===== src/hw/mem_bus_pkg.sv =====
`default_nettype none

/*
 * Memory bus definitions
 * Word address, data and byte-enable widths of the local-memory bus,
 * with the vector types that carry them between the blocks.
 */
package mem_bus_pkg;

   // ==================================================
   // Bus widths
   // ==================================================

   // Word address, every access moves one data word
   localparam int ADDR_WIDTH   = 16;
   localparam int DATA_WIDTH   = 64;
   // One enable bit per data byte
   localparam int BYTEEN_WIDTH = DATA_WIDTH / 8;

   // ==================================================
   // Vector types
   // ==================================================

   typedef logic [ADDR_WIDTH-1:0]   addr_t;
   typedef logic [DATA_WIDTH-1:0]   data_t;
   typedef logic [BYTEEN_WIDTH-1:0] byteen_t;

endpackage

`default_nettype wire

===== src/hw/avmm_if.sv =====
`timescale 1ns/1ps
`default_nettype none

/*
 * Single-word Avalon-MM link
 * Command side driven by the host, waitrequest and read response by the
 * agent. A command is taken when read or write is high and waitrequest low.
 */
interface avmm_if
   import mem_bus_pkg::*;
();

   // Command, from host to agent
   addr_t   address;
   data_t   writedata;
   byteen_t byteenable;
   logic    read;
   logic    write;

   // Flow control and read response, from agent to host
   logic    waitrequest;
   data_t   readdata;
   logic    readdatavalid;

   modport host (
      output address, writedata, byteenable, read, write,
      input  waitrequest, readdata, readdatavalid
   );

   modport agent (
      input  address, writedata, byteenable, read, write,
      output waitrequest, readdata, readdatavalid
   );

endinterface

`default_nettype wire


===== src/hw/avmm_pipe_bridge.sv =====
`timescale 1ns/1ps
`default_nettype none

/*
 * Avalon-MM pipeline bridge
 * A one-entry command register with waitrequest back-pressure toward
 * the memory port, and a fixed-length pipe for the read response.
 */
module avmm_pipe_bridge
   import mem_bus_pkg::*;
#(
   parameter int READDATA_PIPE_DEPTH = 2
) (
   input  logic  Clk_100,
   input  logic  bank_rst,
   avmm_if.agent up,
   avmm_if.host  down
);

   logic    cmd_read;
   logic    cmd_write;
   addr_t   cmd_address;
   data_t   cmd_writedata;
   byteen_t cmd_byteenable;
   logic    cmd_full;
   logic    up_accept;
   logic    down_accept;

   logic [READDATA_PIPE_DEPTH-1:0] rd_valid_pipe;
   data_t                          rd_data_pipe [READDATA_PIPE_DEPTH];

   // ==================================================
   // Command stage
   // ==================================================

   assign cmd_full    = cmd_read | cmd_write;
   assign down_accept = cmd_full & !down.waitrequest;
   // A new command may enter in the cycle the old one leaves
   assign up.waitrequest = cmd_full & !down_accept;
   assign up_accept      = (up.read | up.write) & !up.waitrequest;

   always_ff @(posedge Clk_100)
   begin
      if (bank_rst)
      begin
         cmd_read  <= 1'b0;
         cmd_write <= 1'b0;
      end
      else if (up_accept)
      begin
         cmd_read  <= up.read;
         cmd_write <= up.write;
      end
      else if (down_accept)
      begin
         cmd_read  <= 1'b0;
         cmd_write <= 1'b0;
      end
   end

   always_ff @(posedge Clk_100)
   begin
      if (up_accept)
      begin
         cmd_address    <= up.address;
         cmd_writedata  <= up.writedata;
         cmd_byteenable <= up.byteenable;
      end
   end

   assign down.read       = cmd_read;
   assign down.write      = cmd_write;
   assign down.address    = cmd_address;
   assign down.writedata  = cmd_writedata;
   assign down.byteenable = cmd_byteenable;

   // ==================================================
   // Read-data pipe
   // ==================================================

   always_ff @(posedge Clk_100)
   begin
      if (bank_rst)
         rd_valid_pipe <= '0;
      else
      begin
         rd_valid_pipe[0] <= down.readdatavalid;
         for (int i = 1; i < READDATA_PIPE_DEPTH; i++)
            rd_valid_pipe[i] <= rd_valid_pipe[i-1];
      end
   end

   always_ff @(posedge Clk_100)
   begin
      rd_data_pipe[0] <= down.readdata;
      for (int i = 1; i < READDATA_PIPE_DEPTH; i++)
         rd_data_pipe[i] <= rd_data_pipe[i-1];
   end

   assign up.readdatavalid = rd_valid_pipe[READDATA_PIPE_DEPTH-1];
   assign up.readdata      = rd_data_pipe[READDATA_PIPE_DEPTH-1];

endmodule

`default_nettype wire


===== src/flat_wrapper.sv =====
// flat-port wrapper written by rule: the top's interface ports become plain ports
module avmm_pipe_bridge_flat import mem_bus_pkg::*;
#(
   parameter int READDATA_PIPE_DEPTH = 2
)
  (Clk_100, bank_rst, up_address, up_writedata, up_byteenable, up_read, up_write, up_waitrequest, up_readdata, up_readdatavalid, down_address, down_writedata, down_byteenable, down_read, down_write, down_waitrequest, down_readdata, down_readdatavalid);
  avmm_if up_i ();
  avmm_if down_i ();
  input  logic Clk_100;
  input  logic bank_rst;
  input wire logic [$bits(up_i.address)-1:0] up_address;
  input wire logic [$bits(up_i.writedata)-1:0] up_writedata;
  input wire logic [$bits(up_i.byteenable)-1:0] up_byteenable;
  input wire logic [$bits(up_i.read)-1:0] up_read;
  input wire logic [$bits(up_i.write)-1:0] up_write;
  output wire logic [$bits(up_i.waitrequest)-1:0] up_waitrequest;
  output wire logic [$bits(up_i.readdata)-1:0] up_readdata;
  output wire logic [$bits(up_i.readdatavalid)-1:0] up_readdatavalid;
  output wire logic [$bits(down_i.address)-1:0] down_address;
  output wire logic [$bits(down_i.writedata)-1:0] down_writedata;
  output wire logic [$bits(down_i.byteenable)-1:0] down_byteenable;
  output wire logic [$bits(down_i.read)-1:0] down_read;
  output wire logic [$bits(down_i.write)-1:0] down_write;
  input wire logic [$bits(down_i.waitrequest)-1:0] down_waitrequest;
  input wire logic [$bits(down_i.readdata)-1:0] down_readdata;
  input wire logic [$bits(down_i.readdatavalid)-1:0] down_readdatavalid;
  assign up_i.address = up_address;
  assign up_i.writedata = up_writedata;
  assign up_i.byteenable = up_byteenable;
  assign up_i.read = up_read;
  assign up_i.write = up_write;
  assign up_waitrequest = up_i.waitrequest;
  assign up_readdata = up_i.readdata;
  assign up_readdatavalid = up_i.readdatavalid;
  assign down_address = down_i.address;
  assign down_writedata = down_i.writedata;
  assign down_byteenable = down_i.byteenable;
  assign down_read = down_i.read;
  assign down_write = down_i.write;
  assign down_i.waitrequest = down_waitrequest;
  assign down_i.readdata = down_readdata;
  assign down_i.readdatavalid = down_readdatavalid;
  avmm_pipe_bridge #(.READDATA_PIPE_DEPTH(READDATA_PIPE_DEPTH)) u_core (.Clk_100(Clk_100), .bank_rst(bank_rst), .up(up_i), .down(down_i));
endmodule

===== config.mk =====
export PLATFORM = sky130hd
export DESIGN_NAME = avmm_pipe_bridge_flat
export DESIGN_NICKNAME = d
export VERILOG_FILES = /design/src/hw/mem_bus_pkg.sv /design/src/hw/avmm_if.sv /design/src/hw/avmm_pipe_bridge.sv /design/src/flat_wrapper.sv
export SDC_FILE = /design/constraint.sdc
export NUM_CORES = 1
export LEC_CHECK = 0
export BUFFER_PORTS_ARGS = -buffer_cell sky130_fd_sc_hd__buf_2
export CAP_MARGIN = 25
export CORE_MARGIN = 4
export CORE_UTILIZATION = 39
export DETAILED_ROUTE_END_ITERATION = 12
export PLACE_DENSITY_LB_ADDON = 0.15
export RECOVER_POWER = 50
export SYNTH_ARGS = -nofsm -noshare
export SYNTH_HDL_FRONTEND = slang
export SYNTH_SLANG_ARGS = --single-unit

===== constraint.sdc =====
create_clock -name Clk_100 -period 4.93 [get_ports Clk_100]
set_clock_uncertainty 0.15 [all_clocks]
set_input_delay 0.493 -clock Clk_100 [delete_from_list [all_inputs] [get_ports Clk_100]]
set_output_delay 0.493 -clock Clk_100 [all_outputs]
set_load 0.1 [all_outputs]

### Yosys cells after proc, flatten, opt, wreduce, memory -nomap -nowiden

Memory sizes are Yosys's and may differ from the RTL's.
Cells that the tools add are included.
W data, S select, Z words.

| storage, ports and cells | value |
|---|---|
| logic and storage cells | 19 |
| flip-flop bits (word level) | 92 |
| bits in writable memories | 128 |
| memories | 1 |
| output and inout bits | 156 |

| cells by class | value |
|---|---|
| bitwise operators | 5 |
| mux-type cells | 3 |
| reductions and logical operators | 4 |

Memory list:

| memory | depth | bits a word | read ports | clocked after memory_dff | wr ports | line | source |
|---|---|---|---|---|---|---|---|
| u_core.rd_data_pipe | 2 | 64 | 2 | 0 | 2 | avmm_pipe_bridge.sv:30 | `data_t rd_data_pipe [READDATA_PIPE_DEPTH];` |

Operators with widths:

| cell | number |
|---|---|
| $and A1 B1 Y1 | 3 |
| $logic_not A1 Y1 | 3 |
| $mux W1 | 3 |
| $or A1 B1 Y1 | 2 |
| $reduce_bool A2 Y1 | 1 |

### Depth between registers and ports, before layout

Gate-level depths: netlist of run 1.

| logic depth | value |
|---|---|
| word-level depth | 7 |
| mapped depth | 2 |
| gate-level depth less buffers | 2 |

### Worst setup path before layout of run 1

No wires, ideal clock.

| path | value |
|---|---|
| kind | reg-to-reg |
| start | reg u_core.cmd_write (netlist: u_core.down.write) |
| end | reg u_core.cmd_address[0] (netlist: u_core.down.address[0]), enable pin |
| buffers on the path | 0 |
| data required time | 4,242 ps |
| setup time | 538 ps |
| clock period less this slack | 5,891 ps |
| arrival time | 5,203 ps |
| stages on the path, launching flop included | 3 |
| setup slack | -961 ps |
| cell sequence | dfxtp_1 o21a_1 nor2_1 |

| between the ends | value |
|---|---|
| word-level cells in the longest chain between the ends | 6 |

RTL lines:

| item | line | source |
|---|---|---|
| from (decl) | avmm_pipe_bridge.sv:21 | `logic cmd_write;` |
| from (signal assigned) | avmm_pipe_bridge.sv:52 | `cmd_write <= up.write;` |
| $or A1 B1 Y1 * | avmm_pipe_bridge.sv:36 | `assign cmd_full = cmd_read \| cmd_write;` |
| $and A1 B1 Y1 | avmm_pipe_bridge.sv:37 | `assign down_accept = cmd_full & !down.waitrequest;` |
| $logic_not A1 Y1 | avmm_pipe_bridge.sv:39 | `assign up.waitrequest = cmd_full & !down_accept;` |
| $and A1 B1 Y1 * | avmm_pipe_bridge.sv:39 |  |
| via up_waitrequest | flat_wrapper.sv:16 | `output wire logic [$bits(up_i.waitrequest)-1:0] up_waitrequest;` |
| $logic_not A1 Y1 * | avmm_pipe_bridge.sv:40 | `assign up_accept = (up.read \| up.write) & !up.waitrequest;` |
| $and A1 B1 Y1 * | avmm_pipe_bridge.sv:40 |  |
| via u_core.up_accept | avmm_pipe_bridge.sv:26 | `logic up_accept;` |
| to (signal assigned) | avmm_pipe_bridge.sv:65 | `cmd_address <= up.address;` |
| to (decl) | avmm_pipe_bridge.sv:22 | `addr_t cmd_address;` |

Mark *: on every way through the listed nets, which the timed path passes. The rest lies on a longest branch.
A chain may end at the register's enable or synchronous reset.

### Worst setup path in the final report of run 1

| path | value |
|---|---|
| start | reg u_core.cmd_read (netlist: u_core.down.read) |
| end | reg u_core.cmd_address[9] (netlist: u_core.down.address[9]), enable pin |

| between the ends | value |
|---|---|
| word-level cells in the longest chain between the ends | 6 |

RTL lines:

| item | line | source |
|---|---|---|
| from (decl) | avmm_pipe_bridge.sv:20 | `logic cmd_read;` |
| from (signal assigned) | avmm_pipe_bridge.sv:51 | `cmd_read <= up.read;` |
| $or A1 B1 Y1 * | avmm_pipe_bridge.sv:36 |  |
| $and A1 B1 Y1 | avmm_pipe_bridge.sv:37 |  |
| $logic_not A1 Y1 | avmm_pipe_bridge.sv:39 |  |
| $and A1 B1 Y1 * | avmm_pipe_bridge.sv:39 |  |
| $logic_not A1 Y1 * | avmm_pipe_bridge.sv:40 |  |
| $and A1 B1 Y1 * | avmm_pipe_bridge.sv:40 |  |
| via u_core.up_accept | avmm_pipe_bridge.sv:26 |  |

Marked as above.

==> results of run 1 <==
[power by group through the flow]
stage / combinational [mW] / clock [mW] / sequential [mW]
after global placement: 0.833 / 0 / 2.09
after floorplan: 0.271 / 0 / 2.53
after CTS: 0.874 / 1.66 / 2.05
after global routing: 0.898 / 1.74 / 2.06
final: 0.873 / 1.61 / 2.05
after detailed placement: 0.834 / 0 / 2.09
[Yosys cell counts]
cell	n	area [sq um]
nor2_1	2	7.51
a21oi_1	2	10.0
nor2b_1	2	12.5
o21a_1	1	7.51
dfxtp_1	132	2640
edfxtp_1	88	2640
a21bo_1	2	20.0
nand2_1	2	7.51
buf_4	64	480
[layout make-up]
class	count	share of cell area, %
diodes	1	0.0292
clock buffers	35	8.21
repair buffers	380	26.2
multi-input cells	11	0.847
clock inverters	4	0.278
flip-flops and latches	220	61.7
well taps	184	2.69
[critical path, cell delays in order, from the launching register on]
cell and delay (ps):
dfxtp_1 340, o21a_1 230, nor2_4 100, clkbuf_1 1200
buf_16 370
[metrics by stage]
| step | utilization, % | cells | cell area (sq um) | setup slack [ps] | hold slack, ps |
|---|---|---|---|---|---|
| 2_1_floorplan | - | 295 | 5830 | 524 | 160 |
| 3_3_place_gp | 49.1 | 729 | 7160 | 2650 | 160 |
| 3_5_place_dp | 49.1 | 729 | 7160 | 2600 | 162 |
| 4_1_cts | 58.5 | 832 | 8530 | 2750 | 7.94 |
| 5_1_grt | 58.7 | 835 | 8560 | 1930 | 3.00 |
| 6_report | 58.7 | 835 | 8560 | 2170 | 37.0 |
[metal layers]
metal / routed length [um] / GRT usage (%) / up-vias
met1: 4260 / 15.2 / 1587
li1: - / - / 1615
met2: 6710 / 25.6 / 199
met5: 0 / 0 / -
met4: 185 / 3.12 / 0
met3: 1820 / 6.67 / 16
[worst max path at each step]
stage	end	startpoint	slack (ps)	cells after the start
floorplan	u_core.down.address[0]	u_core.down.write	520	2
global placement	u_core.down.writedata[44]	down_waitrequest	2650	4
detailed placement	u_core.down.address[4]	down_waitrequest	2600	4
CTS	up_waitrequest	u_core.down.read	2750	2
global route	u_core.down.address[9]	u_core.down.read	1930	4
finish	u_core.down.address[9]	u_core.down.read	2170	4
[flip-flops by register name, summed over array words and instances (netlist names)]
| name | flops |
|---|---|
| u_core.down.writedata | 64 |
| u_core.rd_valid_pipe | 2 |
| u_core.down.read | 1 |
| u_core.rd_data_pipe | 128 |
| u_core.down.address | 16 |
| u_core.down.write | 1 |
| u_core.down.byteenable | 8 |
[cells by family after synthesis]
logic type | share of synthesized area, %
flops | 90.6
buf+inv | 8.24
simple gates | 0.472
compound gates | 0.644
[repair_timing]
item / 4_1_cts / 5_1_grt
hold buffers: 64 / 1
setup endpoints to repair: 0 / 0
endpoints found under the hold margin: 64 / 1
==> metrics.txt, run 1 <==
FF-to-FF setup slack 2170 ps; Final setup viols 0; Pwr per Cell Area 529 mW/mm^2; failing checks capacitance limit, slew limit; Synth Warn # 0; internal power 3.14 mW; register area 0.00529 sq mm; Fmax 0.362 GHz; worst hold path class input port to register; CTS tree yes; Combinational Power Share 19.3%; vias per inst 4.09; fillers 1135; DIE WIDTH 130 um; Hold Fails Final Rpt 0; Initial Utilization 40.0%; Worst slew margin -11.5%; Fin Setup TNS 0 ps; worst hold path depth 1; vias 3417; Seq cells post-synth 220; Worst Hold Endpoint u_core.down.address[10]; largest net degree at the start of global routing 89; R2R Path Start u_core.down.read; HPWL Detailed 9.53 mm; status finished with violations; number of library cell types mapped by synthesis 9; Final GP Congestion 0.782; Worst EP arrival 2760 ps; nets@finish 793; die height 130 um; num ports 314; Row Count 44; clock sink count 220; Area Overhead vs Synth 46.9%; vias in the first global route 3591; # Max-Cap Violations 1; initial antenna violation count 1; first-pass GRT wire length 18.5 mm; Die Area 0.0170 sq mm; most common cell after layout, fill and taps aside buf_2; Sequential Power Share 45.3%; Sw Ratio 30.6%; VDD IR-drop max 0.373 mV; RSZ-0062 raised after global routing no; gr ovfl total 0; post_cts resized 0; worst-skew pair later-pin latency 480 ps; final slew viol count 28; Worst R2R Path Depth 4; sequential share of the synthesized area 90.6%; Iter 0 DRT Violations 90; clock power share 35.4%; core box area 0.0146 sq mm; CTS Buffer Depth 3; DRC Markers 0; Synth Net Count 453; r2r endpoint u_core.down.address[9]; Reg clk slew, reported paths 60 ps; Antenna Nets Post-Route 0; hold_sp up_address[10]; Crit. End Element register; TritonRoute pass-1 iters 4; Routed WL 13.0 mm; crit path kind register to register; Tmin final 2760 ps; Pleak 3.89 nW; average size of a mapped cell 19.8 sq um; gr usage total 14.2%; Root Buffer clkbuf_16; Max FO, Critical Path 61; Max H-tree Level 1; Port Buffers 313; postcts setup bufs 0; sw power 1.39 mW; WL per Instance 15.5 um; Num CTS Buffers 22; cell area after synthesis 0.00583 sq mm; overall power 4.53 mW; Worst setup SP type register; worst slew pin tran 1670 ps; WP data required 4920 ps; multi-input logic area 72.6 sq um; Period Utilization, post-route 56.1%; ratio of cells with drive above 1 in the final layout 53.1%; cells after synthesis 295; most frequent cells in the layout buf_2, dfxtp_1, edfxtp_1
No activity file was read; power rests on OpenSTA's default activity.
==> run 2, diff against run 1 <==
--- a/config.mk
+++ b/config.mk
@@ -8,7 +8,7 @@
 export BUFFER_PORTS_ARGS = -buffer_cell sky130_fd_sc_hd__buf_2
 export CAP_MARGIN = 25
 export CORE_MARGIN = 4
-export CORE_UTILIZATION = 39
+export CORE_UTILIZATION = 44
 export DETAILED_ROUTE_END_ITERATION = 12
 export PLACE_DENSITY_LB_ADDON = 0.15
 export RECOVER_POWER = 50
==> constraint.sdc (replaced) <==
create_clock -name Clk_100 -period 2.7 [get_ports Clk_100]
set_clock_uncertainty 0.15 [all_clocks]
set_input_delay 0.27 -clock Clk_100 [delete_from_list [all_inputs] [get_ports Clk_100]]
set_output_delay 0.27 -clock Clk_100 [all_outputs]
set_load 0.1 [all_outputs]
==> run 2 against run 1 <==
Effect of this change:
- the flow now stops in clock tree synthesis
- synthesized area stayed put
- synthesized cell count unchanged
==> metrics.txt, run 2 <==
status stopped before the end; Halt Stage clock tree synthesis; Run Error [ERROR RSZ-0060] Max buffer count reached.; Placed Area 0.00720 sq mm (+0.56%); Place WS 864 ps (-1740 ps); Root Buffer clkbuf_16; Max H-tree Level 1 (unchanged); num ports 314 (unchanged); area leader, netlist dfxtp_1; sequential share of the synthesized area 90.6% (unchanged); DIE WIDTH 123 um (-5.5%); post_cts resized 0 (unchanged); Seq cells post-synth 220 (unchanged); top cell type's share of synthesized area 45.3% (unchanged); Synth top cells by count dfxtp_1, edfxtp_1, buf_4; cts hold-fix bufs 152 (+140%); ys flop type dfxtp_1; CTS Buffer Depth 3 (unchanged); HPWL Detailed 9.83 mm (+3.1%); Synth Net Count 453 (unchanged); Synth async-reset ratio 0% (unchanged); most common cell in the synthesized netlist dfxtp_1; number of library cell types mapped by synthesis 9 (unchanged); clock sink count 220 (unchanged); average size of a mapped cell 19.8 sq um (unchanged); Initial Utilization 45.6% (+5.7 points); Row Count 41 (-6.8%); Port Buffers 313 (unchanged); cell area after synthesis 0.00583 sq mm (unchanged); postcts setup bufs 0 (unchanged); cells after synthesis 295 (unchanged); die height 123 um (-5.5%); Synth Warn # 0 (unchanged); EDFF count, synth 88 (unchanged); Num CTS Buffers 21 (-4.5%); synth top area cells dfxtp_1, edfxtp_1, buf_4, a21bo_1, nor2b_1; Final GP Congestion 0.767 (-2.0%)
==> run 2: cell counts after synthesis <==
No cell type changed its count.
==> run 2: logic make-up after synthesis <==
group / synth area share (%)
and+or+nand+nor: 0.472
AOI/OAI and AO/OA: 0.644
DFF: 90.6
buffers and inverters: 8.24
==> run 2: stage by stage <==
step,TNS (ps),std cells,util (%),hold WS [ps]
after global placement,0,719,56.4,160
after floorplan,-1460,295,-,148
after detailed placement,0,719,56.4,162
==> run 3, diff against run 2 <==
--- a/config.mk
+++ b/config.mk
@@ -8,7 +8,7 @@
 export BUFFER_PORTS_ARGS = -buffer_cell sky130_fd_sc_hd__buf_2
 export CAP_MARGIN = 25
 export CORE_MARGIN = 4
-export CORE_UTILIZATION = 44
+export CORE_UTILIZATION = 35
 export DETAILED_ROUTE_END_ITERATION = 12
 export PLACE_DENSITY_LB_ADDON = 0.15
 export RECOVER_POWER = 50
==> run 3 against run 2 <==
Effect of this change:
- the run now ends clean
==> metrics.txt, run 3 (synthesis gave the netlist of run 1 again) <==
status finished, final reports clean; CP top delay family buffers and inverters; max incr delay on CP 860 ps; overall power 8.41 mW; WP data required 2280 ps; largest net degree at the start of global routing 89; gr usage total 14.2%; design area 0.00952 sq mm; internal power 5.82 mW; Pleak 4.26 nW; Diodes inserted 0; met2 Usage GRT 27.4%; clock power share 35.2%; worst-skew pair later-pin latency 490 ps; CTS tree yes; # Max-Cap Violations 0; Worst EP arrival 1650 ps; CTS Buffer Depth 3 (unchanged); clock sink count 220 (unchanged); max reg flops 128; r2r endpoint u_core.down.writedata[39]; vias per inst 3.91; worst slew pin tran 1170 ps; ratio of cells with drive above 1 in the final layout 46.1%; initial antenna violation count 0; Row Count 46 (+12%); DRC Markers 0; Pwr per Cell Area 883 mW/mm^2; crit-path cells clkbuf_1; met3 Use GR 5.51%; Tmin final 2070 ps; Worst slew margin 22.0%; Area Overhead vs Synth 63.2%; Antenna Nets Post-Route 0; RSZ-0062 raised after global routing no; Final setup viols 0; HPWL Detailed 9.73 mm (-0.96%); fillers 1259; Sw Ratio 30.8%; Fmax 0.483 GHz; Max FO, Critical Path 1; Routed WL 14.1 mm; Max H-tree Level 1 (unchanged); VDD IR-drop max 0.703 mV; Die Area 0.0188 sq mm; Biggest register u_core.rd_data_pipe; Iter 0 DRT Violations 81; worst setup path start u_core.rd_data_pipe[0][67]; nets@finish 885; final slew viol count 0; die height 137 um (+11%); DIE WIDTH 137 um (+11%); busiest grt layer met2; Sequential Power Share 44.5%; Core Util, Final 59.1%; Worst R2R Path Depth 3; Crit. End Element output port; FF-to-FF setup slack 930 ps; WL per Instance 14.6 um; Combinational Power Share 20.3%; Final GP Congestion 0.707 (-7.8%); WHS 170 ps; TritonRoute pass-1 iters 4; vias 3749; Hold Fails Final Rpt 0; sw power 2.59 mW; stages on the worst setup path 1; gr ovfl total 0; Reg clk slew, reported paths 60 ps; Initial Utilization 36.2% (-9.5 points); Worst setup SP type register; most frequent cells in the layout buf_2, dlygate4sd3_1, dfxtp_1; worst hold path class register to register; vias in the first global route 4125; num ports 314 (unchanged); Fin Setup TNS 0 ps; Period Utilization, post-route 76.6%; Placed Area 0.00723 sq mm (+0.38%); Num CTS Buffers 23 (+9.5%); Root Buffer clkbuf_16; core box area 0.0161 sq mm; global routing usage on met1 13.9%; Crit path buffers/inverters 1; R2R Path Start u_core.down.write; crit path kind register to output port; CP max stage cell clkbuf_1; Worst setup endpoint up_readdata[3]; first-pass GRT wire length 21.0 mm; Port Buffers 313 (unchanged); most common cell after layout, fill and taps aside buf_2
[run 3: timing repair]
item	CTS	global route
buffers inserted	0	0
endpoints found under the hold margin	156	0
resized for setup	0	0
hold buffers	157	0
[run 3: final cells by class]
type                            instances  area (sq um)  share of cell area, %
Multi-Input combinational cell         11          72.6                  0.762
Tap cell                              216           270                   2.84
Sequential cell                       220          5290                   55.6
Clock inverter                         11          88.8                  0.933
Clock buffer                           31           647                   6.80
Timing Repair Buffer                  471          3150                   33.1
[run 3: routing by layer]
metal  part of all wire (%)  wire length, um
met1                     33             4610
met3                     12             1650
met5                      0                0
met2                     54             7540
met4                    1.8              254
[run 3: power groups by stage]
stage	clock (mW)	combinational (mW)	sequential (mW)
after floorplan	0	0.498	4.62
after global placement	0	1.53	3.81
after detailed placement	0	1.53	3.81
after CTS	3.06	1.72	3.74
after global routing	3.21	1.76	3.76
final	2.96	1.70	3.74
[run 3: metrics by stage]
stage                     cells  setup WS [ps]
final                       960            631
after global routing        960            590
after CTS                   960            767
after detailed placement    761           1060
after global placement      761           1090
after floorplan             295          -16.6
[run 3: how the worst min path moves through the flow]
stage / startpoint / end / slack [ps] / depth (start not counted)
after floorplan: down_readdata[0] / u_core.rd_data_pipe[0][0] / 150 / 0
after global placement: u_core.rd_data_pipe[0][2] / u_core.rd_data_pipe[0][66] / 160 / 0
after detailed placement: u_core.rd_data_pipe[0][46] / u_core.rd_data_pipe[0][110] / 160 / 0
after CTS: u_core.rd_data_pipe[0][46] / u_core.rd_data_pipe[0][110] / 180 / 0
after global routing: u_core.rd_data_pipe[0][57] / u_core.rd_data_pipe[0][121] / 180 / 0
final: u_core.rd_data_pipe[0][26] / u_core.rd_data_pipe[0][90] / 170 / 0
